File: config.mk
export PLATFORM = sky130hd
export DESIGN_NAME = exec_retire_flat
export DESIGN_NICKNAME = d
export VERILOG_FILES = /design/src/verilog/mips_exec_pkg.sv /design/src/verilog/exec_issue_if.sv /design/src/verilog/exec_retire.sv /design/src/flat_wrapper.sv
export SDC_FILE = /design/constraint.sdc
export NUM_CORES = 1
export LEC_CHECK = 0
export CAP_MARGIN = 20
export CELL_PAD_IN_SITES_DETAIL_PLACEMENT = 0
export CELL_PAD_IN_SITES_GLOBAL_PLACEMENT = 1
export CORE_AREA = 2 2 116 118
export DETAILED_ROUTE_END_ITERATION = 8
export DIE_AREA = 0 0 118 120
export DONT_BUFFER_PORTS = 1
export GPL_TIMING_DRIVEN = 0
export PLACE_DENSITY = 0.62
export SLEW_MARGIN = 5
export SYNTH_ARGS = -nofsm -noshare
export SYNTH_HDL_FRONTEND = slang
export SYNTH_SLANG_ARGS = --single-unit
File: constraint.sdc
create_clock -name clk -period 4.1 [get_ports clk]
set_input_delay 0.82 -clock clk [delete_from_list [all_inputs] [get_ports clk]]
set_output_delay 0.82 -clock clk [all_outputs]
set_load 0.03 [all_outputs]
File: src/verilog/mips_exec_pkg.sv
`default_nettype none

package mips_exec_pkg;

  // Primary opcodes
  localparam logic [5:0] op_special = 6'h00;
  localparam logic [5:0] op_regimm  = 6'h01;
  localparam logic [5:0] op_beq     = 6'h04;
  localparam logic [5:0] op_bne     = 6'h05;
  localparam logic [5:0] op_blez    = 6'h06;
  localparam logic [5:0] op_bgtz    = 6'h07;
  localparam logic [5:0] op_addiu   = 6'h09;
  localparam logic [5:0] op_slti    = 6'h0a;
  localparam logic [5:0] op_sltiu   = 6'h0b;
  localparam logic [5:0] op_andi    = 6'h0c;
  localparam logic [5:0] op_ori     = 6'h0d;
  localparam logic [5:0] op_xori    = 6'h0e;
  localparam logic [5:0] op_lui     = 6'h0f;
  localparam logic [5:0] op_lb      = 6'h20;
  localparam logic [5:0] op_lh      = 6'h21;
  localparam logic [5:0] op_lwl     = 6'h22;
  localparam logic [5:0] op_lw      = 6'h23;
  localparam logic [5:0] op_lbu     = 6'h24;
  localparam logic [5:0] op_lhu     = 6'h25;
  localparam logic [5:0] op_lwr     = 6'h26;
  localparam logic [5:0] op_sb      = 6'h28;
  localparam logic [5:0] op_sh      = 6'h29;
  localparam logic [5:0] op_swl     = 6'h2a;
  localparam logic [5:0] op_sw      = 6'h2b;

  // SPECIAL function codes
  localparam logic [5:0] fn_sll   = 6'h00;
  localparam logic [5:0] fn_srl   = 6'h02;
  localparam logic [5:0] fn_sra   = 6'h03;
  localparam logic [5:0] fn_sllv  = 6'h04;
  localparam logic [5:0] fn_srlv  = 6'h06;
  localparam logic [5:0] fn_srav  = 6'h07;
  localparam logic [5:0] fn_mfhi  = 6'h10;
  localparam logic [5:0] fn_mthi  = 6'h11;
  localparam logic [5:0] fn_mflo  = 6'h12;
  localparam logic [5:0] fn_mtlo  = 6'h13;
  localparam logic [5:0] fn_mult  = 6'h18;
  localparam logic [5:0] fn_multu = 6'h19;
  localparam logic [5:0] fn_div   = 6'h1a;
  localparam logic [5:0] fn_divu  = 6'h1b;
  localparam logic [5:0] fn_addu  = 6'h21;
  localparam logic [5:0] fn_subu  = 6'h23;
  localparam logic [5:0] fn_and   = 6'h24;
  localparam logic [5:0] fn_or    = 6'h25;
  localparam logic [5:0] fn_xor   = 6'h26;
  localparam logic [5:0] fn_slt   = 6'h2a;
  localparam logic [5:0] fn_sltu  = 6'h2b;

  // REGIMM condition in the rt field
  localparam logic [4:0] rt_bltz   = 5'h00;
  localparam logic [4:0] rt_bgez   = 5'h01;
  localparam logic [4:0] rt_bltzal = 5'h10;
  localparam logic [4:0] rt_bgezal = 5'h11;

  typedef struct packed {
    logic [5:0] opcode;
    logic [4:0] rs;
    logic [4:0] rt;
    logic [4:0] rd;
    logic [4:0] shamt;
    logic [5:0] funct;
  } r_fields_t;

  typedef struct packed {
    logic [5:0]  opcode;
    logic [4:0]  rs;
    logic [4:0]  rt;
    logic [15:0] immediate;
  } i_fields_t;

  typedef union packed {
    r_fields_t r_fields;
    i_fields_t i_fields;
  } instr_word_u;

  typedef enum logic {
    unit_alu,
    unit_muldiv
  } exec_unit_e;

endpackage

`default_nettype wire

File: src/verilog/exec_issue_if.sv
`timescale 1ns/1ps
`default_nettype none

interface exec_issue_if;

  mips_exec_pkg::instr_word_u instr;  // Held from acceptance to next acceptance
  logic [31:0]                rs_data;
  logic [31:0]                rt_data;
  logic                       start_alu;  // One-cycle pulse
  logic                       start_md;

  modport ctrl (
    output instr, rs_data, rt_data, start_alu, start_md
  );

  modport alu (
    input instr, rs_data, rt_data, start_alu
  );

  modport md (
    input instr, rs_data, rt_data, start_md
  );

endinterface

`default_nettype wire

File: src/verilog/exec_retire.sv
`timescale 1ns/1ps
`default_nettype none

module exec_retire (
  input  logic                       clk,
  input  logic                       reset,
  input  logic                       cyc,
  input  logic                       stb,
  input  mips_exec_pkg::instr_word_u instr,
  input  logic [31:0]                rs_data,
  input  logic [31:0]                rt_data,
  input  logic                       alu_done,
  input  logic [31:0]                alu_result,
  input  logic                       alu_branch,
  input  logic                       md_done,
  input  logic [31:0]                md_result,
  exec_issue_if.ctrl                 issue,
  output logic                       ack,
  output logic [31:0]                result,
  output logic                       branch_taken
);

  logic                      busy;
  logic                      live;  // Master still holds cyc
  logic                      accept;
  logic                      is_md;
  logic                      unit_done;
  mips_exec_pkg::exec_unit_e unit_sel;
  mips_exec_pkg::exec_unit_e owner;

  // No new request in the ack cycle
  assign accept = cyc & stb & ~busy & ~ack;

  assign is_md = (instr.i_fields.opcode == mips_exec_pkg::op_special) &&
                 (instr.r_fields.funct inside {mips_exec_pkg::fn_mfhi, mips_exec_pkg::fn_mthi,
                                               mips_exec_pkg::fn_mflo, mips_exec_pkg::fn_mtlo,
                                               mips_exec_pkg::fn_mult, mips_exec_pkg::fn_multu,
                                               mips_exec_pkg::fn_div, mips_exec_pkg::fn_divu});

  assign unit_sel  = is_md ? mips_exec_pkg::unit_muldiv : mips_exec_pkg::unit_alu;
  assign unit_done = (owner == mips_exec_pkg::unit_muldiv) ? md_done : alu_done;

  always_ff @(posedge clk)
  begin
    if (accept)
    begin
      issue.instr   <= instr;
      issue.rs_data <= rs_data;
      issue.rt_data <= rt_data;
    end
  end

  always_ff @(posedge clk)
  begin
    if (reset)
    begin
      busy            <= 1'b0;
      live            <= 1'b0;
      owner           <= mips_exec_pkg::unit_alu;
      issue.start_alu <= 1'b0;
      issue.start_md  <= 1'b0;
      ack             <= 1'b0;
      result          <= 32'h0;
      branch_taken    <= 1'b0;
    end
    else
    begin
      issue.start_alu <= accept && (unit_sel == mips_exec_pkg::unit_alu);
      issue.start_md  <= accept && (unit_sel == mips_exec_pkg::unit_muldiv);
      ack             <= 1'b0;
      if (accept)
      begin
        busy  <= 1'b1;
        live  <= 1'b1;
        owner <= unit_sel;
      end
      else if (busy)
      begin
        live <= live & cyc;
        if (unit_done)
        begin
          busy <= 1'b0;
          if (live && cyc)  // Orphaned requests finish silently
          begin
            ack <= 1'b1;
            if (owner == mips_exec_pkg::unit_muldiv)
            begin
              result       <= md_result;
              branch_taken <= 1'b0;
            end
            else
            begin
              result       <= alu_result;
              branch_taken <= alu_branch;
            end
          end
        end
      end
    end
  end

endmodule

`default_nettype wire

File: src/flat_wrapper.sv
// flat-port wrapper written by rule: the top's interface ports become plain ports
module exec_retire_flat 
  (clk, reset, cyc, stb, instr, rs_data, rt_data, alu_done, alu_result, alu_branch, md_done, md_result, ack, result, branch_taken, issue_instr, issue_rs_data, issue_rt_data, issue_start_alu, issue_start_md);
  exec_issue_if issue_i ();
  input  logic clk;
  input  logic reset;
  input  logic cyc;
  input  logic stb;
  input  mips_exec_pkg::instr_word_u instr;
  input  logic [31:0] rs_data;
  input  logic [31:0] rt_data;
  input  logic alu_done;
  input  logic [31:0] alu_result;
  input  logic alu_branch;
  input  logic md_done;
  input  logic [31:0] md_result;
  output logic ack;
  output logic [31:0] result;
  output logic branch_taken;
  output wire logic [$bits(issue_i.instr)-1:0] issue_instr;
  output wire logic [$bits(issue_i.rs_data)-1:0] issue_rs_data;
  output wire logic [$bits(issue_i.rt_data)-1:0] issue_rt_data;
  output wire logic [$bits(issue_i.start_alu)-1:0] issue_start_alu;
  output wire logic [$bits(issue_i.start_md)-1:0] issue_start_md;
  assign issue_instr = issue_i.instr;
  assign issue_rs_data = issue_i.rs_data;
  assign issue_rt_data = issue_i.rt_data;
  assign issue_start_alu = issue_i.start_alu;
  assign issue_start_md = issue_i.start_md;
  exec_retire u_core (.clk(clk), .reset(reset), .cyc(cyc), .stb(stb), .instr(instr), .rs_data(rs_data), .rt_data(rt_data), .alu_done(alu_done), .alu_result(alu_result), .alu_branch(alu_branch), .md_done(md_done), .md_result(md_result), .issue(issue_i), .ack(ack), .result(result), .branch_taken(branch_taken));
endmodule
==> results.py <==
metrics = {
    "critical_path": {
        "worstPathCellList": "nand4bb_1 -> inv_4 -> buf_16",
        "cpLargestDelayFamily": "buffers and inverters",
        "crit_slowest_cell": "nand4bb_1",
        "critPathKind": "reg -> reg",
        "endpoint_kind": "flip-flop",
        "worst_path_largest_cell_delay_ns": 0.43,
        "worst-path-max-fanout": 79,
        "critPathLaunchType": "flip-flop",
        "critPathBufInv": 2,
        "worstPathArrival_ns": 2.00,
        "critical_path_required_ns": 4.17,
    },
    "yosys": {
        "synthCells": 274,
        "synth_top_cell_area_share_pct": 60.2,
        "avgSynthCellArea_um2": 17.5,
        "synth_area_leaders": "edfxtp_1, dfxtp_1, a211oi_2, mux2i_1, a21oi_1",
        "syn_area_um2": 4790,
        "yosys.area.top_type": "edfxtp_1",
        "ys_seq_area_share_pct": 76.5,
        "yosys_register_bits": 135,
        "yosysWarnings": 0,
        "synth.distinct_cells": 25,
        "synth_nets": 441,
    },
    "detailed_routing": {
        "wl_per_cell_um": 23.8,
        "wl_um": 11500,
        "ant_nets": 0,
        "via_per_inst": 5.16,
        "route.detailed.drc": 0,
        "drt-pass1-iter-count": 4,
        "drtIter0Drc": 190,
        "vias": 2502,
    },
    "cts": {
        "clk_latency_ns": 0.41,
        "cts_tree": "yes",
        "cts_max_level": 4,
        "clk_pin_slew_ns": 0.06,
        "cts_setup_buffers": 0,
        "cts.sinks": 135,
        "ctsHoldBuffers": 0,
        "cts_buffers": 17,
        "cts_resized": 0,
        "root_buffer": "clkbuf_16",
        "cts.path.max_buffers": 2,
    },
    "final_layout": {
        "final_cells": 485,
        "final_cell_area_um2": 5660,
        "regArea_um2": 3660,
        "multiInputGateArea_um2": 1010,
        "area_growth_pct": 18.2,
        "drive_gt1_share_pct": 23.8,
        "fill_cells": 1172,
        "layout.nets": 461,
    },
    "timing": {
        "hold-worst-slack_ns": 0.478,
        "rsz0062_at_grt": "false",
        "finalHoldViolCount": 0,
        "setup-violations-final": 0,
        "fin_skew_ns": 0.00669,
        "period_minus_slack_ns": 1.94,
        "period_share_pct": 47.2,
        "maxSlewViolCount": 0,
        "worst_slew_pin_slew_ns": 0.795,
        "relSlewSlack_pct": 47.0,
        "max_freq_ghz": 0.516,
    },
    "worst_hold_path": {
        "hold_path.class": "reg -> reg",
    },
    "global_routing": {
        "grt_pass1_wl_um": 16400,
        "grt_antenna_before_repair": 3,
        "grt_pass1_vias": 2547,
        "grt.overflow.total": 0,
        "grt_max_degree": 80,
        "grt.total_usage_pct": 16.1,
    },
    "power": {
        "peakVddDrop_mv": 0.223,
        "power.switching_w": 0.000763,
        "p_per_area_nw_per_um2": 579,
        "power.leakage_nw": 1.73,
        "pwr-share-clk_pct": 48.4,
        "pwr-share-comb_pct": 2.1,
        "switching_share_pct": 23.3,
        "p_int_w": 0.00252,
        "pwr-share-seq_pct": 49.5,
        "p_total_w": 0.00328,
    },
    "die": {
        "core_um2": 13000,
        "initial_core_util_pct": 36.9,
        "io_pins": 299,
        "dieArea_um2": 14200,
        "die-height_um": 120,
        "die_w_um": 118,
        "rows": 42,
    },
    "placement": {
        "placed_area_um2": 5040,
        "dp_hpwl_um": 8610,
        "placed_cells": 451,
        "numPortBuffers": 0,
        "routabilityCongestion": 0.761,
    },
    "status": {
        "status": "completed",
    },
    "run": {
        "maxCapViolations": 0,
    },
}
==> power groups by stage <==
stage	combinational [W]	clock, W	sequential [W]
final	0.0000683	0.00159	0.00162
after global routing	0.0000755	0.00170	0.00163
after CTS	0.0000697	0.00163	0.00162
after detailed placement	0.0000696	0	0.00165
after global placement	0.0000638	0	0.00166
after floorplan	0.0000499	0	0.00165
==> cells by family after synthesis <==
| group | share of synthesized area [%] |
|---|---|
| mux | 7.00 |
| simple gates | 2.09 |
| flops | 76.5 |
| buf+inv | 2.53 |
| compound gates | 11.9 |
==> area by class of cell <==
| class | instances | share of cell area (%) |
|---|---|---|
| clock inverters | 14 | 3.31 |
| plain buffers | 19 | 2.01 |
| inverters | 2 | 0.177 |
| repair buffers | 1 | 0.486 |
| clock buffers | 18 | 7.58 |
| diodes | 2 | 0.0884 |
| multi-input cells | 118 | 17.8 |
| flip-flops and latches | 135 | 64.7 |
| well taps | 176 | 3.89 |
==> cell usage in the layout, fill, tap and decap left out, types with 2 or more instances in the layout <==
master      synthesis  layout
buf_6               5       5
clkbuf_1           10      11
a211oi_2           29      29
buf_2               4       4
mux2i_1            32      32
clkbuf_16           0      17
nor3_1              2       2
bufinv_16           0       3
inv_8               0       2
dfxtp_1            39      39
inv_6               0       6
edfxtp_1           96      96
nor2b_1             3       3
o21ai_1             2       2
diode_2             0       2
a211oi_1            3       3
clkinvlp_4          0       3
nand4_1             2       2
a21oi_1            34      34
==> through the flow <==
stage               worst slack, ns  setup TNS, ns  utilization [%]
CTS                            2.17              0             43.6
finish                         2.16              0             43.6
detailed placement             1.91              0             38.8
global route                   2.10              0             43.6
global placement             -0.103         -0.103             38.6
floorplan                     0.686              0                -
==> registers in the layout (all words and copies together), names as in the netlist, 32 cells and up <==
register	count
u_core.issue.instr	32
u_core.issue.rs_data	32
u_core.issue.rt_data	32
u_core.result	32
==> path summary, 6_finish.rpt <==
kind	slack, ns	endpoint	startpoint	depth (start not counted)
setup / recovery	2.16	u_core.issue.rt_data[4]	u_core.ack	3
hold / removal	0.48	u_core.live	u_core.live	2
setup reg to reg	2.16	u_core.issue.rt_data[4]	u_core.ack	3
hold reg to reg	0.48	u_core.live	u_core.live	2
==> layer usage <==
layer  vias up  GRT usage (%)  wire, µm
li1       1109              -         -
met1      1204           16.7      4180
met2       180           28.2      6220
met3         9           7.32      1040
met4         0           6.48       101
met5         -              0         0
==> worst min-delay path, delay by kind of cell, from the launching register on <==
kind / cells / cell delay, ns
flip-flops: 1 / 0.31
AO/OA/AOI/OAI: 2 / 0.13
==> cells in the mapped netlist <==
library cell and number:
edfxtp_1 96, dfxtp_1 39, a21oi_1 34, mux2i_1 32
a211oi_2 29, clkbuf_1 10, buf_6 5, buf_2 4
a211oi_1 3, nor2b_1 3, inv_1 2, nand4_1 2
nor3_1 2, o21ai_1 2, and2_4 1, and3_1 1
mux2_4 1, nand2_1 1, nand2b_1 1, nand3_1 1
nand4bb_1 1, nor2_1 1, nor3b_1 1, nor4_1 1
o21ai_0 1
No activity file was read; power rests on OpenSTA's default activity.
